### src/mcu_pkg.sv
package mcu_pkg;

// --------------------
// Sizes
localparam int UADDR_W     = 8;     // 256 microwords
localparam int UWORD_W     = 32;    // Microword width
localparam int YBUS_W      = 8;     // Y bus and mode register
localparam int XMEM_DEPTH  = 16;    // Exchange memory bytes
localparam int XADDR_W     = 4;
localparam int STACK_DEPTH = 4;     // Return stack entries

// --------------------
// APB register map
localparam logic [7:0] REG_CTRL      = 8'h00;   // Start/stop, status
localparam logic [7:0] REG_UADDR     = 8'h04;   // Load pointer
localparam logic [7:0] REG_UDATA     = 8'h08;   // Microword at pointer
localparam logic [7:0] REG_MODE      = 8'h0C;   // Mode word readback
localparam logic [7:0] REG_XMEM_BASE = 8'h40;   // Exchange bytes 0x40..0x7C

// --------------------
// Mode register bits
localparam int MODE_NORMB  = 0;     // Normalization block
localparam int MODE_RNDB   = 1;     // Rounding block
localparam int MODE_GRP_LO = 2;     // grp = log, mul, add
localparam int MODE_OVRIB  = 5;     // Overflow interrupt block
localparam int MODE_DRG    = 6;     // Dispatcher mode
localparam int MODE_CB     = 7;     // Address change flag

typedef enum logic [3:0] {
    SEQ_JZ, SEQ_CONT, SEQ_CJP, SEQ_CJS, SEQ_CRTN, SEQ_LDCT, SEQ_RPCT, SEQ_HALT
} seq_op_e;

typedef enum logic [3:0] {
    COND_YES, COND_NORMB, COND_RNDB, COND_OVRIB, COND_DRG, COND_CB, COND_GLOG,
    COND_GMUL, COND_GADD, COND_TR0, COND_TR1, COND_TKK, COND_EMUL
} cond_e;

typedef enum logic [3:0] {
    FF_NOP, FF_LOGGRP, FF_MULGRP, FF_ADDGRP, FF_CLRTR0, FF_SETTR0, FF_CLRTR1,
    FF_SETTR1, FF_CLRTKK, FF_SETTKK, FF_CHTKK, FF_SETNR, FF_SETER
} flag_op_e;

typedef enum logic {YSRC_IMM, YSRC_MODE} ysrc_e;

typedef enum logic [1:0] {YDST_NONE, YDST_MODE, YDST_XPTR, YDST_XMEM} ydst_e;

typedef struct packed {
    seq_op_e      seq;      // Sequencer opcode
    logic [7:0]   addr;     // Branch target or count
    cond_e        cond;     // Condition select
    logic         icc;      // 1 = pass on true
    flag_op_e     ff;       // Flag trigger op
    ysrc_e        ysrc;     // Y bus source
    ydst_e        ydst;     // Y bus destination
    logic [7:0]   imm;      // Immediate
} micro_word_t;

endpackage

### src/mcu_host_if.sv
`timescale 1ns/100ps

interface mcu_host_if;
    logic                          ucode_we;     // Store write strobe
    logic [mcu_pkg::UADDR_W-1:0]   ucode_addr;   // Load pointer
    logic [mcu_pkg::UWORD_W-1:0]   ucode_data;   // Word to store
    logic                          start;        // One-cycle pulse
    logic                          stop;         // One-cycle pulse
    logic                          running;
    logic                          halted;
    logic [11:0]                   mode_word;    // {emul, tkk, tr1, tr0, mode}
    logic                          xmem_we;      // Core write to exchange memory
    logic [mcu_pkg::XADDR_W-1:0]   xmem_addr;
    logic [mcu_pkg::YBUS_W-1:0]    xmem_data;

    modport regs (
        output ucode_we, ucode_addr, ucode_data, start, stop,
        input  running, halted, mode_word, xmem_we, xmem_addr, xmem_data
    );

    modport store (
        input ucode_we, ucode_addr, ucode_data, running
    );

    modport seq (
        input  start, stop,
        output running, halted
    );

    modport unit (
        input  running,
        output mode_word, xmem_we, xmem_addr, xmem_data
    );
endinterface

### src/mcu_host_regs.sv
`timescale 1ns/100ps

module mcu_host_regs (
    input  logic        clk,
    input  logic        reset,
    input  logic        i_psel,
    input  logic        i_penable,
    input  logic        i_pwrite,
    input  logic [7:0]  i_paddr,
    input  logic [31:0] i_pwdata,
    output logic [31:0] o_prdata,
    output logic        o_pslverr,
    mcu_host_if.regs    host_if
);

logic access;                                   // APB access phase
logic wr;                                       // Write access
logic rd;                                       // Read access
logic load_sel;                                 // UADDR or UDATA hit
logic load_ok;                                  // Load allowed, core idle
logic xmem_sel;                                 // Exchange memory window
logic [mcu_pkg::UADDR_W-1:0] load_ptr;          // Auto-increment pointer
logic [mcu_pkg::YBUS_W-1:0]  xmem [mcu_pkg::XMEM_DEPTH];

assign access   = i_psel & i_penable;
assign wr       = access & i_pwrite;
assign rd       = access & ~i_pwrite;
assign load_sel = (i_paddr == mcu_pkg::REG_UADDR) | (i_paddr == mcu_pkg::REG_UDATA);
assign load_ok  = ~host_if.running;
assign xmem_sel = (i_paddr[7:6] == mcu_pkg::REG_XMEM_BASE[7:6]) & (i_paddr[1:0] == 2'b00);

// --------------------
// Control pulses and microcode load
assign host_if.start = wr & (i_paddr == mcu_pkg::REG_CTRL) & i_pwdata[0];
assign host_if.stop  = wr & (i_paddr == mcu_pkg::REG_CTRL) & i_pwdata[1];

assign host_if.ucode_we   = wr & (i_paddr == mcu_pkg::REG_UDATA) & load_ok;
assign host_if.ucode_addr = load_ptr;
assign host_if.ucode_data = i_pwdata;

assign o_pslverr = wr & load_sel & ~load_ok;    // Load while running

always_ff @(posedge clk) begin
    if (reset) begin
        load_ptr <= '0;
    end else if (wr & load_ok) begin
        if (i_paddr == mcu_pkg::REG_UADDR) begin
            load_ptr <= i_pwdata[mcu_pkg::UADDR_W-1:0];  // New load origin
        end else if (i_paddr == mcu_pkg::REG_UDATA) begin
            load_ptr <= load_ptr + 1'b1;                // Step past stored word
        end
    end
end

// --------------------
// Exchange memory, core writes, host reads
always_ff @(posedge clk) begin
    if (reset) begin
        for (int i = 0; i < mcu_pkg::XMEM_DEPTH; i++) begin
            xmem[i] <= '0;                      // Host sees zeros until written
        end
    end else if (host_if.xmem_we) begin
        xmem[host_if.xmem_addr] <= host_if.xmem_data;
    end
end

// --------------------
// Read mux
always_comb begin
    o_prdata = '0;                              // Unmapped reads zero
    if (rd) begin
        if (xmem_sel) begin
            o_prdata = {24'd0, xmem[i_paddr[2 +: mcu_pkg::XADDR_W]]};
        end else begin
            case (i_paddr)
                mcu_pkg::REG_CTRL: o_prdata = {30'd0, host_if.halted, host_if.running};
                mcu_pkg::REG_MODE: o_prdata = {20'd0, host_if.mode_word};
                default:           o_prdata = '0;
            endcase
        end
    end
end

endmodule

### src/flat_wrapper.sv
// flat-port wrapper written by rule: the top's interface ports become plain ports
module mcu_host_regs_flat 
  (clk, reset, i_psel, i_penable, i_pwrite, i_paddr, i_pwdata, o_prdata, o_pslverr, host_if_ucode_we, host_if_ucode_addr, host_if_ucode_data, host_if_start, host_if_stop, host_if_running, host_if_halted, host_if_mode_word, host_if_xmem_we, host_if_xmem_addr, host_if_xmem_data);
  mcu_host_if host_if_i ();
  input  logic clk;
  input  logic reset;
  input  logic i_psel;
  input  logic i_penable;
  input  logic i_pwrite;
  input  logic [7:0] i_paddr;
  input  logic [31:0] i_pwdata;
  output logic [31:0] o_prdata;
  output logic o_pslverr;
  output wire logic [$bits(host_if_i.ucode_we)-1:0] host_if_ucode_we;
  output wire logic [$bits(host_if_i.ucode_addr)-1:0] host_if_ucode_addr;
  output wire logic [$bits(host_if_i.ucode_data)-1:0] host_if_ucode_data;
  output wire logic [$bits(host_if_i.start)-1:0] host_if_start;
  output wire logic [$bits(host_if_i.stop)-1:0] host_if_stop;
  input wire logic [$bits(host_if_i.running)-1:0] host_if_running;
  input wire logic [$bits(host_if_i.halted)-1:0] host_if_halted;
  input wire logic [$bits(host_if_i.mode_word)-1:0] host_if_mode_word;
  input wire logic [$bits(host_if_i.xmem_we)-1:0] host_if_xmem_we;
  input wire logic [$bits(host_if_i.xmem_addr)-1:0] host_if_xmem_addr;
  input wire logic [$bits(host_if_i.xmem_data)-1:0] host_if_xmem_data;
  assign host_if_ucode_we = host_if_i.ucode_we;
  assign host_if_ucode_addr = host_if_i.ucode_addr;
  assign host_if_ucode_data = host_if_i.ucode_data;
  assign host_if_start = host_if_i.start;
  assign host_if_stop = host_if_i.stop;
  assign host_if_i.running = host_if_running;
  assign host_if_i.halted = host_if_halted;
  assign host_if_i.mode_word = host_if_mode_word;
  assign host_if_i.xmem_we = host_if_xmem_we;
  assign host_if_i.xmem_addr = host_if_xmem_addr;
  assign host_if_i.xmem_data = host_if_xmem_data;
  mcu_host_regs u_core (.clk(clk), .reset(reset), .i_psel(i_psel), .i_penable(i_penable), .i_pwrite(i_pwrite), .i_paddr(i_paddr), .i_pwdata(i_pwdata), .o_prdata(o_prdata), .o_pslverr(o_pslverr), .host_if(host_if_i));
endmodule
### config.mk
export PLATFORM = sky130hd
export DESIGN_NAME = mcu_host_regs_flat
export DESIGN_NICKNAME = d
export VERILOG_FILES = /design/src/mcu_pkg.sv /design/src/mcu_host_if.sv /design/src/mcu_host_regs.sv /design/src/flat_wrapper.sv
export SDC_FILE = /design/constraint.sdc
export NUM_CORES = 1
export LEC_CHECK = 0
export ABC_AREA = 1
export ABC_CLOCK_PERIOD_IN_PS = 2800
export BUFFER_PORTS_ARGS = -buffer_cell sky130_fd_sc_hd__buf_2
export CAP_MARGIN = 30
export CORE_UTILIZATION = 40
export DETAILED_ROUTE_END_ITERATION = 12
export GPL_TIMING_DRIVEN = 0
export PLACE_DENSITY = 0.67
export SLEW_MARGIN = 20
export SYNTH_ARGS = -nofsm -noshare
export SYNTH_HDL_FRONTEND = slang
export SYNTH_SLANG_ARGS = --single-unit
### constraint.sdc
create_clock -name clk -period 2.8 [get_ports clk]
set_input_delay 0.42 -clock clk [delete_from_list [all_inputs] [get_ports clk]]
set_output_delay 0.42 -clock clk [all_outputs]
set_load 0.005 [all_outputs]
### After elaboration in Yosys (flattened, before gate mapping)

Memory sizes are Yosys's and may differ from the RTL's.
Cells that the tools add are included.
Widths: inputs -> output; s select.

* memories kept: 1
* RAM bits: 128
* register bits: 8
* output and inout bits: 76
* input port bits: 72

* multiplexer cells: 13
* $add $sub $neg: 1
* bitwise logic cells: 15
* equal/unequal tests: 4
* reductions and logical operators: 5

Memories
* u_core.xmem: depth 16, width 8, read ports 1, clocked after Yosys merged registers in 0, write ports 16, line mcu_host_regs.sv:23 `logic [mcu_pkg::YBUS_W-1:0] xmem [mcu_pkg::XMEM_DEPTH];`

Operator list (number)
* $mux 32: 2
* $mux 8: 3
* $pmux 12 s2: 1
* $eq 8x4->1 const B: 2
* $and 1x1->1: 12
* $add 8x1->8 const B: 1
* $eq 8x3->1 const B: 1
* $logic_not 8->1: 1
* $reduce_or 8->1: 1
* $mux 1: 6
* $mux 4: 1
* $eq 2x1->1 const B: 1
* $logic_not 2->1: 1
* $not 1->1: 2
* $reduce_and 2->1: 1
* $reduce_bool 2->1: 1
* $or 1x1->1: 1

### Logic depth before layout (Yosys ltp)

* depth after elaboration: 5
* mapped depth: 11
* gate-level depth less buffers: 10

### Worst setup path after synthesis

Ideal clock, no wire load.

* path type: input port to output port
* from: input port i_paddr[2]
* to: output port o_prdata[0]
* required time: 2.380 ns
* arrival time: 1.348 ns
* cell stages on the path: 9
* setup slack: 1.032 ns
* cells stage by stage: buf_4 -> buf_6 -> buf_6 -> nand2_4 -> nor2_8 -> nand2_1 -> nand3_1 -> nand2_1 -> a21oi_1

* longest elaborated chain between the ends: 4
* elaborated cells on any way between the ends: 6
* those cells by class: eq/ne: 1; mux: 3; reduce/logical: 1; memory: 1

Ends and longest elaborated chain
* from (decl): line flat_wrapper.sv:10 `input logic [7:0] i_paddr;`
* branches (longest 2 deep; another with $mem_v2 16x8)
* $mux 32 (*): line mcu_host_regs.sv:72 `if (xmem_sel) begin`
* $mux 32 (*): line mcu_host_regs.sv:71 `if (rd) begin`
* to (decl): line flat_wrapper.sv:12 `output logic [31:0] o_prdata;`

Mark *: on every way between the ends.

### Worst setup path after layout

* from: input port i_paddr[3]
* to: output port o_prdata[7]

Same word-level chain as after synthesis.

==> flow_summary.toml <==
[worst_setup_path]
timing.rr.start = "u_core.host_if.ucode_addr[0]"
timing.critical_path.to_type = "output pin"
worst_ep_required_ps = 2380
r2r-end = "u_core.host_if.ucode_addr[6]"
critPathArrivalTime_ps = 1940
crit_path_max_fanout = 10
crit_slowest_cell = "clkbuf_1"
start_kind = "input port"
r2r_slack_ps = 1470
cp_common_cell = "nand2_1"
critPathKind = "in2out"
timing.critical_path.cells = "buf_4 > clkbuf_1 > nand2_1 > nand3_1 > nand3_1 > nand2_1 > nand2_1 > a21oi_1 > buf_2"
reg2regPathDepth = 9
maximum_cell_stage_delay_along_the_critical_path_ps = 480

[yosys]
async_reset_ff_share_pct = 0
synth-warning-count = 0
post-synth-top-count-cell = "nand2_1"
syn_area_um2 = 7210
ys_top_cells_by_area = "edfxtp_1 53%, nand2_1 15%, nor2_1 10%, buf_4 5.9%, nand3_1 3.9%"
synth.ff_latch_count = 136
synth.largest_area_cell = "edfxtp_1"
postSynthAreaPerCell_um2 = 8.43
ys_seq_area_share_pct = 55.5
synth_top_flop_cell = "edfxtp_1"
syn_inst = 856
synth_cell_type_count = 32
synthDominantCellAreaShare_pct = 53.3
yosys-top-cells-count = "288 x nand2_1, 193 x nor2_1, 128 x edfxtp_1, 57 x buf_4, 56 x nand3_1"
synth_edf_count = 128

[power_and_ir_drop]
power_per_cell_area_nw_per_um2 = 580
ir_drop_mv = 0.412
power.static_leakage_nw = 3.96

[clock_network]
clock_tree.buffer_depth = 2
clockRootBuffer = "clkbuf_16"
cts.clk_slew.worst_paths_ps = 60
clock_tree_from_tritoncts = "built"
cts_inserted_buffers = 17
clock_sinks = 136
cts.repair.resized = 0
clock_insertion_delay_worst_skew_ps = 430
ctsHtreeMaxLevel = 4
postCtsSetupBuffers = 0
cts_hold_buf = 0

[die]
ioPinCount = 148
die-area_um2 = 18600
fp.coreArea_um2 = 17500
initial_utilization_pct = 41.3
die_h_um = 136
std_cell_rows = 48
chipWidth_um = 136

[placement]
io_buffers = 100
dpl-instance-area_um2 = 8070
finalWeightedCongestion = 0.950
dpl.cell_count = 1200
detailedPlacementHpwl_um = 14600

[route]
antenna_violating_nets_post_route = 0
drt-total-wl_um = 20300
drtIter0Drc = 632
routed_wire_length_per_instance_um = 16.5
post-route-drc-count = 0
vias_per_cell = 5.00
first_pass_iters = 7
route.vias.total = 6155

[global_routing]
groute.usage.overall_pct = 22.7
maximum_number_of_pins_on_one_net_before_global_route_repair = 17
vias_in_the_first_global_route = 5582
grt_pass1_wl_um = 30400
gr-total-overflow = 0
grt_antenna_before_repair = 0

[layout]
num_antenna_cells = 0
layout-area-overhead-vs-synth_pct = 19.4
final_area_um2 = 8610
layout.cells.non_filler = 1230
final_core_utilization_pct = 49.3
final_net_count = 1067
drive_above_1_share_pct = 21.7

[sta]
timing.hold.ws_ps = 224
transition_at_the_pin_with_the_smallest_max_transition_slack_ps = 851
final_min_period_over_clock_period_pct = 84.5
fin_setup_tns_ps = 0
finalMaxSlewViolations = 0
skew_ps = 1.87
period_minus_slack_ps = 2360
report.final.setup_viol = 0
max_slew_margin_pct = 43.3
report.final.hold_viol_count = 0
rsz0062_at_grt = "no"
fmax_mhz = 423

[run_status]
run_status = "finished clean"

[min_path]
min_delay_path_depth = 2
min_from = "reset"
timing.hold.worst.class = "in2reg"
min_to = "u_core.host_if.ucode_addr[7]"

[job]
max_cap_violations = 0
## per-stage QoR
stage	power, mW	setup slack [ps]
after floorplan	2.72	1030
after global placement	2.91	468
after detailed placement	2.92	420
after CTS	5.00	511
after global routing	5.15	368
final	5.00	435
## how the worst max path moves through the flow
stage,startpoint,endpoint,slack [ps],cells after the start
2_1_floorplan,i_paddr[2],o_prdata[0],1030,9
3_3_place_gp,reset,u_core.xmem[12][4],470,6
3_5_place_dp,reset,u_core.xmem[12][5],420,6
4_1_cts,i_paddr[2],o_prdata[6],510,12
5_1_grt,i_paddr[2],o_prdata[5],370,12
6_report,i_paddr[3],o_prdata[7],440,9
## layout by cell type (no fill, tap or decap)
cell / netlist / layout
nand2_1: 288 / 288
nor2_1: 193 / 193
edfxtp_1: 128 / 128
buf_2: 9 / 109
buf_4: 57 / 57
nand3_1: 56 / 56
inv_1: 38 / 38
conb_1: 1 / 20
clkbuf_1: 14 / 17
clkbuf_16: 0 / 17
a21oi_1: 12 / 12
o21ai_0: 10 / 10
dfxtp_1: 8 / 8
buf_6: 6 / 6
o21ai_1: 6 / 6
nor3_2: 4 / 4
inv_2: 3 / 3
clkinv_1: 1 / 3
nor2_2: 3 / 3
nand3b_1: 3 / 3
nand2_2: 3 / 3
clkinv_2: 0 / 3
nor2_4: 2 / 2
clkinvlp_4: 0 / 2
bufinv_16: 0 / 2
nor3_1: 1 / 1
nand2_4: 1 / 1
nand4_2: 1 / 1
nor2_8: 1 / 1
inv_4: 1 / 1
nand4_1: 1 / 1
nand3_2: 1 / 1
o21ai_2: 1 / 1
or2_1: 1 / 1
xnor2_1: 1 / 1
ha_1: 1 / 1
clkinv_4: 0 / 1
## worst max-delay path, delay by kind of cell
kind	cells	cell delay [ps]
buffers and inverters	3	770
AND/OR/NAND/NOR	5	630
AO/OA/AOI/OAI	1	120
## cell type report
class / instances / area, µm²
timing repair buffer: 100 / 500
multi-input combinational: 610 / 2520
clock inverter: 10 / 106
sequential: 136 / 4000
fill: 1680 / 8870
clock buffer: 20 / 437
buffer: 86 / 593
inverter: 43 / 164
tap: 225 / 282
## cells by family after synthesis
logic type	Yosys count	synth area share [%]
other	1	0.0520
adders and majority gates	1	0.173
DFF	136	55.5
buffers and inverters	129	10.5
and+or+nand+nor	559	31.6
xor gates and xnor gates	1	0.121
AOI/OAI and AO/OA	29	2.06
## power by group
group	switching, mW	internal [mW]	leakage [nW]
registers	0.0325	2.33	1.28
logic	0.351	0.180	2.41
clock network	0.816	1.29	0.261
total	1.20	3.80	3.96
## state kept, by name (all words and copies together), names as in the netlist
signal and count:
u_core.host_if.ucode_addr 8, u_core.xmem 128
## per-layer routing
| layer | track usage [%] | share of wire (%) |
|---|---|---|
| met2 | 36.7 | 46 |
| met4 | 9.26 | 3.2 |
| met5 | 0 | 0 |
| met3 | 5.26 | 9.5 |
| met1 | 29.3 | 41 |
Note: power is estimated with default switching activity, not from simulation.
