## src/mcu_pkg.sv

```systemverilog
package mcu_pkg;

// --------------------
// Sizes
localparam int UADDR_W     = 8;     // 256 microwords
localparam int UWORD_W     = 32;    // Microword width
localparam int YBUS_W      = 8;     // Y bus and mode register
localparam int XMEM_DEPTH  = 16;    // Exchange memory bytes
localparam int XADDR_W     = 4;
localparam int STACK_DEPTH = 4;     // Return stack entries

// --------------------
// APB register map
localparam logic [7:0] REG_CTRL      = 8'h00;   // Start/stop, status
localparam logic [7:0] REG_UADDR     = 8'h04;   // Load pointer
localparam logic [7:0] REG_UDATA     = 8'h08;   // Microword at pointer
localparam logic [7:0] REG_MODE      = 8'h0C;   // Mode word readback
localparam logic [7:0] REG_XMEM_BASE = 8'h40;   // Exchange bytes 0x40..0x7C

// --------------------
// Mode register bits
localparam int MODE_NORMB  = 0;     // Normalization block
localparam int MODE_RNDB   = 1;     // Rounding block
localparam int MODE_GRP_LO = 2;     // grp = log, mul, add
localparam int MODE_OVRIB  = 5;     // Overflow interrupt block
localparam int MODE_DRG    = 6;     // Dispatcher mode
localparam int MODE_CB     = 7;     // Address change flag

typedef enum logic [3:0] {
    SEQ_JZ, SEQ_CONT, SEQ_CJP, SEQ_CJS, SEQ_CRTN, SEQ_LDCT, SEQ_RPCT, SEQ_HALT
} seq_op_e;

typedef enum logic [3:0] {
    COND_YES, COND_NORMB, COND_RNDB, COND_OVRIB, COND_DRG, COND_CB, COND_GLOG,
    COND_GMUL, COND_GADD, COND_TR0, COND_TR1, COND_TKK, COND_EMUL
} cond_e;

typedef enum logic [3:0] {
    FF_NOP, FF_LOGGRP, FF_MULGRP, FF_ADDGRP, FF_CLRTR0, FF_SETTR0, FF_CLRTR1,
    FF_SETTR1, FF_CLRTKK, FF_SETTKK, FF_CHTKK, FF_SETNR, FF_SETER
} flag_op_e;

typedef enum logic {YSRC_IMM, YSRC_MODE} ysrc_e;

typedef enum logic [1:0] {YDST_NONE, YDST_MODE, YDST_XPTR, YDST_XMEM} ydst_e;

typedef struct packed {
    seq_op_e      seq;      // Sequencer opcode
    logic [7:0]   addr;     // Branch target or count
    cond_e        cond;     // Condition select
    logic         icc;      // 1 = pass on true
    flag_op_e     ff;       // Flag trigger op
    ysrc_e        ysrc;     // Y bus source
    ydst_e        ydst;     // Y bus destination
    logic [7:0]   imm;      // Immediate
} micro_word_t;

endpackage

```

## src/mcu_host_if.sv

```systemverilog
`timescale 1ns/100ps

interface mcu_host_if;
    logic                          ucode_we;     // Store write strobe
    logic [mcu_pkg::UADDR_W-1:0]   ucode_addr;   // Load pointer
    logic [mcu_pkg::UWORD_W-1:0]   ucode_data;   // Word to store
    logic                          start;        // One-cycle pulse
    logic                          stop;         // One-cycle pulse
    logic                          running;
    logic                          halted;
    logic [11:0]                   mode_word;    // {emul, tkk, tr1, tr0, mode}
    logic                          xmem_we;      // Core write to exchange memory
    logic [mcu_pkg::XADDR_W-1:0]   xmem_addr;
    logic [mcu_pkg::YBUS_W-1:0]    xmem_data;

    modport regs (
        output ucode_we, ucode_addr, ucode_data, start, stop,
        input  running, halted, mode_word, xmem_we, xmem_addr, xmem_data
    );

    modport store (
        input ucode_we, ucode_addr, ucode_data, running
    );

    modport seq (
        input  start, stop,
        output running, halted
    );

    modport unit (
        input  running,
        output mode_word, xmem_we, xmem_addr, xmem_data
    );
endinterface

```

## src/mcu_mode_unit.sv

```systemverilog
`timescale 1ns/100ps

module mcu_mode_unit (
    input  logic                 clk,
    input  logic                 reset,
    input  mcu_pkg::micro_word_t i_uword,
    input  logic                 i_uvalid,
    output logic                 o_cond,
    mcu_host_if.unit             host_if
);

logic [mcu_pkg::YBUS_W-1:0]  y_bus;             // Y bus
logic [mcu_pkg::YBUS_W-1:0]  mode_q;            // Mode register
logic [mcu_pkg::XADDR_W-1:0] xptr;              // Exchange write pointer
logic tr0, tr1;                                 // Microprogram flags
logic tkk;                                      // Right-half command flag
logic emul;                                     // Emulation mode
logic condmux;
logic exec;

assign exec  = i_uvalid & host_if.running;
assign y_bus = (i_uword.ysrc == mcu_pkg::YSRC_IMM) ? i_uword.imm : mode_q;

assign host_if.mode_word = {emul, tkk, tr1, tr0, mode_q};

// --------------------
// Exchange memory write port
assign host_if.xmem_we   = exec & (i_uword.ydst == mcu_pkg::YDST_XMEM);
assign host_if.xmem_addr = xptr;
assign host_if.xmem_data = y_bus;

// --------------------
// Y destinations and flag triggers
always_ff @(posedge clk) begin
    if (reset) begin
        mode_q <= '0;
        xptr   <= '0;
        tr0    <= 1'b0;
        tr1    <= 1'b0;
        tkk    <= 1'b0;
        emul   <= 1'b0;
    end else if (exec) begin
        case (i_uword.ydst)
            mcu_pkg::YDST_MODE: mode_q <= y_bus;
            mcu_pkg::YDST_XPTR: xptr <= y_bus[mcu_pkg::XADDR_W-1:0];
            mcu_pkg::YDST_XMEM: xptr <= xptr + 1'b1;    // Post-increment
            default: ;
        endcase
        // Later assignment wins on grp over a mode load
        case (i_uword.ff)
            mcu_pkg::FF_LOGGRP: mode_q[mcu_pkg::MODE_GRP_LO +: 3] <= 3'b001;
            mcu_pkg::FF_MULGRP: mode_q[mcu_pkg::MODE_GRP_LO +: 3] <= 3'b010;
            mcu_pkg::FF_ADDGRP: mode_q[mcu_pkg::MODE_GRP_LO +: 3] <= 3'b100;
            mcu_pkg::FF_CLRTR0: tr0 <= 1'b0;
            mcu_pkg::FF_SETTR0: tr0 <= 1'b1;
            mcu_pkg::FF_CLRTR1: tr1 <= 1'b0;
            mcu_pkg::FF_SETTR1: tr1 <= 1'b1;
            mcu_pkg::FF_CLRTKK: tkk <= 1'b0;
            mcu_pkg::FF_SETTKK: tkk <= 1'b1;
            mcu_pkg::FF_CHTKK:  tkk <= ~tkk;    // Toggle
            mcu_pkg::FF_SETNR:  emul <= 1'b0;   // Native mode
            mcu_pkg::FF_SETER:  emul <= 1'b1;   // Emulation mode
            default: ;
        endcase
    end
end

// --------------------
// Condition multiplexer
always_comb begin
    case (i_uword.cond)
        mcu_pkg::COND_YES:   condmux = 1'b1;
        mcu_pkg::COND_NORMB: condmux = mode_q[mcu_pkg::MODE_NORMB];
        mcu_pkg::COND_RNDB:  condmux = mode_q[mcu_pkg::MODE_RNDB];
        mcu_pkg::COND_OVRIB: condmux = mode_q[mcu_pkg::MODE_OVRIB];
        mcu_pkg::COND_DRG:   condmux = mode_q[mcu_pkg::MODE_DRG];
        mcu_pkg::COND_CB:    condmux = mode_q[mcu_pkg::MODE_CB];
        mcu_pkg::COND_GLOG:  condmux = mode_q[mcu_pkg::MODE_GRP_LO];
        mcu_pkg::COND_GMUL:  condmux = mode_q[mcu_pkg::MODE_GRP_LO + 1];
        mcu_pkg::COND_GADD:  condmux = mode_q[mcu_pkg::MODE_GRP_LO + 2];
        mcu_pkg::COND_TR0:   condmux = tr0;
        mcu_pkg::COND_TR1:   condmux = tr1;
        mcu_pkg::COND_TKK:   condmux = tkk;
        mcu_pkg::COND_EMUL:  condmux = emul;
        default:             condmux = 1'b1;    // Spare codes true
    endcase
end

assign o_cond = condmux ^ ~i_uword.icc;         // icc=1 passes on true

endmodule

```

## src/flat_wrapper.sv

```systemverilog
// flat-port wrapper written by rule: the top's interface ports become plain ports
module mcu_mode_unit_flat 
  (clk, reset, i_uword, i_uvalid, o_cond, host_if_running, host_if_mode_word, host_if_xmem_we, host_if_xmem_addr, host_if_xmem_data);
  mcu_host_if host_if_i ();
  input  logic clk;
  input  logic reset;
  input  mcu_pkg::micro_word_t i_uword;
  input  logic i_uvalid;
  output logic o_cond;
  input wire logic [$bits(host_if_i.running)-1:0] host_if_running;
  output wire logic [$bits(host_if_i.mode_word)-1:0] host_if_mode_word;
  output wire logic [$bits(host_if_i.xmem_we)-1:0] host_if_xmem_we;
  output wire logic [$bits(host_if_i.xmem_addr)-1:0] host_if_xmem_addr;
  output wire logic [$bits(host_if_i.xmem_data)-1:0] host_if_xmem_data;
  assign host_if_i.running = host_if_running;
  assign host_if_mode_word = host_if_i.mode_word;
  assign host_if_xmem_we = host_if_i.xmem_we;
  assign host_if_xmem_addr = host_if_i.xmem_addr;
  assign host_if_xmem_data = host_if_i.xmem_data;
  mcu_mode_unit u_core (.clk(clk), .reset(reset), .i_uword(i_uword), .i_uvalid(i_uvalid), .o_cond(o_cond), .host_if(host_if_i));
endmodule
```

## config.mk

```make
export PLATFORM = sky130hd
export DESIGN_NAME = mcu_mode_unit_flat
export DESIGN_NICKNAME = d
export VERILOG_FILES = /design/src/mcu_pkg.sv /design/src/mcu_host_if.sv /design/src/mcu_mode_unit.sv /design/src/flat_wrapper.sv
export SDC_FILE = /design/constraint.sdc
export NUM_CORES = 1
export LEC_CHECK = 0
export BUFFER_PORTS_ARGS = -buffer_cell sky130_fd_sc_hd__buf_4
export CORE_UTILIZATION = 45
export CTS_BUF_LIST = sky130_fd_sc_hd__clkbuf_8
export DETAILED_ROUTE_END_ITERATION = 8
export PLACE_DENSITY = 0.89
export REMOVE_ABC_BUFFERS = 1
export SLEW_MARGIN = 20
export SYNTH_ARGS = -nofsm -noshare
export SYNTH_HDL_FRONTEND = slang
export SYNTH_SLANG_ARGS = --single-unit
export TNS_END_PERCENT = 50
```

## constraint.sdc

```tcl
create_clock -name clk -period 1.6 [get_ports clk]
set_clock_uncertainty 0.05 [all_clocks]
set_input_delay 0 -clock clk [delete_from_list [all_inputs] [get_ports clk]]
set_output_delay 0 -clock clk [all_outputs]
set_load 0.05 [all_outputs]
```

==> Word level (Yosys, flattened, before mapping) <==
Cells that the tools add are included.
{ "word_totals": {"ff_bits": 16} }
{ "classes": {"add_sub_neg": 1, "mux": 9, "n_eq_ne": 27, "reduce_logical": 13, "bitwise": 5} }
{ "op_table": {"columns": ["operator", "count"], "rows": [
  ["equality test 4 bit (second input constant)", 10],
  ["equality test 4 x 3 -> 1 bit (second input constant)", 8],
  ["equality test 4 x 2 -> 1 bit (second input constant)", 4],
  ["AND reduction 2 bit", 7],
  ["case mux 1 bit (12 select lines)", 1],
  ["case mux 3 bit (3 select lines)", 1],
  ["equality test 4 x 1 -> 1 bit (second input constant)", 2],
  ["two-way mux 8 bit", 1],
  ["case mux 4 bit (2 select lines)", 1],
  ["nonzero test 2 bit", 4],
  ["case mux 1 bit (2 select lines)", 3],
  ["two-way mux 5 bit", 1],
  ["adder 4 x 1 -> 4 bit (second input constant)", 1],
  ["equality test 2 bit (second input constant)", 2],
  ["nonzero test 4 bit", 1],
  ["case mux 1 bit (3 select lines)", 1],
  ["nonzero test 3 bit", 1],
  ["bitwise AND 1 bit", 2],
  ["equality test 2 x 1 -> 1 bit (second input constant)", 1],
  ["NOT 1 bit", 2],
  ["XOR 1 bit", 1]
]} }

==> Longest topological paths before layout <==
{ "depth": {"depth_word": 3, "depth_mapped": 6} }

==> Least setup slack after synthesis <==
OpenSTA, ideal clock, no wires.
{ "synth_path": {"path_kind": "register to output", "startpoint": "reg u_core.mode_q[2] (netlist name)", "endpoint": "out o_cond", "path_buffers": 0, "stages_incl_launch_ff": 6, "slack_ns": -0.544, "arrival_time_ns": 2.094, "t_required_ns": 1.550, "path_cell_list": "dfxtp_1 and3b_1 a31oi_1 o31ai_1 a2111oi_2 xor2_1"} }
{ "synth_between": {"elab_chain_cells": 2} }
{ "synth_lines": {"columns": ["element", "line_no", "source"], "rows": [
  ["from (decl)", "mcu_mode_unit.sv:13", "logic [mcu_pkg::YBUS_W-1:0] mode_q;"],
  ["from (signal assigned)", "mcu_mode_unit.sv:44", "mcu_pkg::YDST_MODE: mode_q <= y_bus;"],
  ["case mux 1 bit (12 select lines)", "mcu_mode_unit.sv:71", "case (i_uword.cond)"],
  ["XOR 1 bit", "mcu_mode_unit.sv:89", "assign o_cond = condmux ^ ~i_uword.icc;"],
  ["to (decl)", "flat_wrapper.sv:9", "output logic o_cond;"]
]} }
Every way passes these cells.

==> Final worst setup path <==
{ "layout_path": {"startpoint": "reg u_core.tkk", "endpoint": "out o_cond"} }
{ "layout_between": {"elab_chain_cells": 2} }
{ "layout_lines": {"columns": ["element", "line_no", "source"], "rows": [
  ["from (decl)", "mcu_mode_unit.sv:16", "logic tkk;"],
  ["from (signal assigned)", "mcu_mode_unit.sv:60", "mcu_pkg::FF_CHTKK: tkk <= ~tkk;"],
  ["case mux 1 bit (12 select lines)", "mcu_mode_unit.sv:71", null],
  ["XOR 1 bit", "mcu_mode_unit.sv:89", null]
]} }
Every way passes these cells.

==> summary.txt <==
Worst setup path
  – Top Family by Delay on Critical Path: compound AO/OA/AOI/OAI gates
  – Internal reg-to-reg setup slack: around 0.23 ns
  – Beginning of the worst register-to-register path: u_core.mode_q[4]
  – Library cell contributing the largest single delay on the critical path: dfxtp_2
  – Endpoint kind of the worst setup timing path: output pin
  – Category of the critical setup timing path: reg -> out
  – Slowest stage delay, CP: around 0.34 ns
  – Cells along the critical path: a22o_1 -> a22oi_2 -> a21oi_2 -> a2111oi_4 -> xor2_1 -> buf_4
  – CP Max Fanout: 5
  – Reg2reg path depth: 4
  – Critical register-to-register path endpoint: u_core.mode_q[4]
  – Arrival time at the worst endpoint: roughly 1.7 ns
  – Worst setup SP type: flop
  – Number of buffers and inverters on the critical path: 1
  – Required time reported for the critical path endpoint: 1.55 ns

Clocking
  – Inserted Clock Buffers: 3
  – Number of buffers inserted to repair setup after CTS: 0
  – Clock tree from TritonCTS: yes
  – Clock tree root driver cell: clkbuf_8
  – Clock Tree Buf Depth: 2
  – # H-tree levels: 1
  – TritonCTS Sinks: 16
  – Worst skew pair latency: ~0.25 ns
  – Clock transition at path regs: roughly 0.06 ns

Routing
  – Wire length per cell after detailed routing: 13.6 um
  – Wirelength, routed: 2840 um
  – Starting DRT DRC Count: 22
  – Via density per instance: between 5 and 6
  – Drt first pass iters: 4
  – Total vias in the final route: ~1.2k
  – Number of antenna-violating nets in the routed design: 0
  – Total DRC errors in the routed layout: 0

Logic synthesis
  – Largest family of logic cells by synthesized area: simple AND/OR/NAND/NOR gates
  – Cell with the most instances after synthesis: nor2_1
  – Cell types with the largest area share after synthesis: dfxtp_1 (30%), mux2i_1 (7.6%), nor2_1 (6.7%)
  – Syn Inst Count: ~130
  – Top cell type by total area after synthesis: dfxtp_1
  – Simple-gate share of the synthesized area: roughly a quarter
  – Adder and majority gate portion of the synthesized area: approximately 1.2%
  – Number of distinct standard cells referenced by the synthesized netlist: 40
  – Top FF cell, synth: dfxtp_1
  – Synth Warn #: 0
  – Xor and xnor area share after synthesis: less than 1%
  – Number of enable-type register cells in the synthesized netlist: 0
  – Post-synthesis sequential area ratio: between 30% and 40%
  – Mean instance size in the synthesized netlist: a little under 8 um2
  – Syn Std Cell Area: roughly 1100 um2
  – Compound-Gate Fraction of Synth Area: about 22%
  – Mux share of post-synthesis cell area: between 10% and 20%
  – Share of async-settable or async-resettable flops after synthesis: 0%
  – Proportion of netlist area held by the largest area contributor: 30.3%
  – Number of storage elements in the synthesis netlist: 16
  – Synth cell count leaders: nor2_1 (19), dfxtp_1 (16), nand2_1 (13)

STA
  – Final cycle utilization of the critical path: 111%
  – F_max: roughly 0.56 GHz
  – Slew at the pin closest to its max-slew limit: 0.548 ns
  – Minimum hold slack: ~0.025 ns
  – Final Hold Violating Endpoints: 0
  – Worst slew margin relative to its limit: a little over three fifths
  – Slew Limit Fails: 0
  – Final critical-path required period: around 1.8 ns
  – Final number of setup-violating endpoints: 1
  – Unrepaired setup endpoints after global routing: true
  – Final setup TNS: -0.183 ns
  – Post-layout worst setup margin: -0.183 ns

Power
  – VDD IR max: 0.373 mV
  – LEAKAGE: roughly 0.00066 uW
  – Power per Cell Area: about 720 nW/um2

Layout
  – Post-route cell area: 1500 um2
  – Ant. Diodes: 0
  – Number of nets at the end of the flow: between 200 and 250
  – Share of cells above drive strength 1: 38.3%
  – Layout Area Growth over Synthesis: 41.7%

Worst hold path
  – Destination of the worst hold path: u_core.tr1
  – Kind of path behind the tightest hold check: in -> reg
  – Hold-critical path depth: 3
  – Worst hold start: i_uword[11]

Floorplan
  – Initial core utilization: 47.8%
  – Area enclosed by the die boundary: roughly 2500 um2
  – Std cell rows: 17
  – Height of the die: approximately 50 um
  – Area of the core: between 2000 and 2500 um2
  – Width of the die: around 50 um
  – Io pins: 62

Place
  – Count of input and output buffers: 49
  – Placed instance area: 1410 um2
  – Hpwl dp: 2110 um
  – Placer's final routability congestion estimate: about 0.86

Outcome
  – Outcome: complete, but fails checks
  – Violations in the final reports: negative setup slack

Global route
  – Overall overflow remaining after global route: 0
  – Overall routing resource usage: between 20% and 30%
  – Pin count of the biggest net entering global routing: 17
  – Global-route wire length before repair: between 4000 and 5000 um
  – Antenna violations before repair: 0
  – Vias in the first global route: around 1.1k

Flow run
  – Max Cap Violations: 0
per-stage QoR:
| step | total power [uW] | util [%] | worst slack, ns | cells |
|---|---|---|---|---|
| floorplan | 592 | - | -0.545 | 125 |
| global placement | 712 | 63.7 | 0.132 | 203 |
| detailed placement | 718 | 63.7 | 0.0971 | 203 |
| CTS | 1080 | 66.6 | -0.176 | 208 |
| global route | 1130 | 67.7 | -0.256 | 208 |
| finish | 1080 | 67.7 | -0.183 | 208 |
cells by family (layout without fill, tap and decap cells):
| group | count (synthesis) | in the layout |
|---|---|---|
| AO/OA/AOI/OAI | 34 | 34 |
| XOR/XNOR | 1 | 1 |
| adder cells (fa/ha/maj) | 1 | 1 |
| buffers and inverters | 15 | 61 |
| flip-flops | 16 | 16 |
| multiplexers | 14 | 14 |
| AND/OR/NAND/NOR | 53 | 53 |
final cells by class:
| class | count | area, um2 |
|---|---|---|
| sequential | 16 | 323 |
| multi-input combinational | 103 | 677 |
| clock buffer | 4 | 55.1 |
| tap | 28 | 35.0 |
| inverter | 6 | 22.5 |
| timing repair buffer | 51 | 385 |
| fill | 196 | 714 |
worst min-delay path, delay by kind of cell:
family,cells,cell delay [ns]
AND/OR/NAND/NOR,1,0.07
buffers and inverters,1,0.14
multiplexers,1,0.08
flip-flops by register name (all words and copies together), names as in the netlist:
name,flops
u_core.tr1,1
u_core.tr0,1
u_core.emul,1
u_core.mode_q,8
u_core.tkk,1
u_core.host_if.xmem_addr,4
power by group:
group	internal, uW	switching [uW]
sequential	407	8.61
clock	218	144
combinational	116	188
placed cells by master, fill, tap and decap left out, types with 3 or more instances in the layout:
cell type and count:
a211oi_1 5, a21oi_1 8, buf_4 50, clkbuf_8 4
dfxtp_1 14, inv_1 5, mux2_2 6, mux2i_1 8
nand2_1 13, nand3_1 3, nor2_1 19, nor3_1 4
o21ai_0 6
worst max-delay path by stage:
stage                      from      to  cells past startpoint
6_report             u_core.tkk  o_cond                      6
5_1_grt              u_core.tkk  o_cond                      6
4_1_cts        u_core.mode_q[2]  o_cond                      6
3_5_place_dp   u_core.mode_q[2]  o_cond                      6
3_3_place_gp   u_core.mode_q[2]  o_cond                      6
2_1_floorplan  u_core.mode_q[2]  o_cond                      5
what timing repair did:
action	in CTS	in global routing
endpoints found under the hold margin	11	0
hold buffers	1	0
pin swaps	0	2
gates resized for setup	0	5
endpoints found under the setup margin	1	1
routing by layer:
metal  wire [um]  track usage (%)
met5           0                0
met4          38             6.94
met3         150             2.42
met2        1380             42.9
met1        1270             31.4
Power figures use the tool's default switching activity.
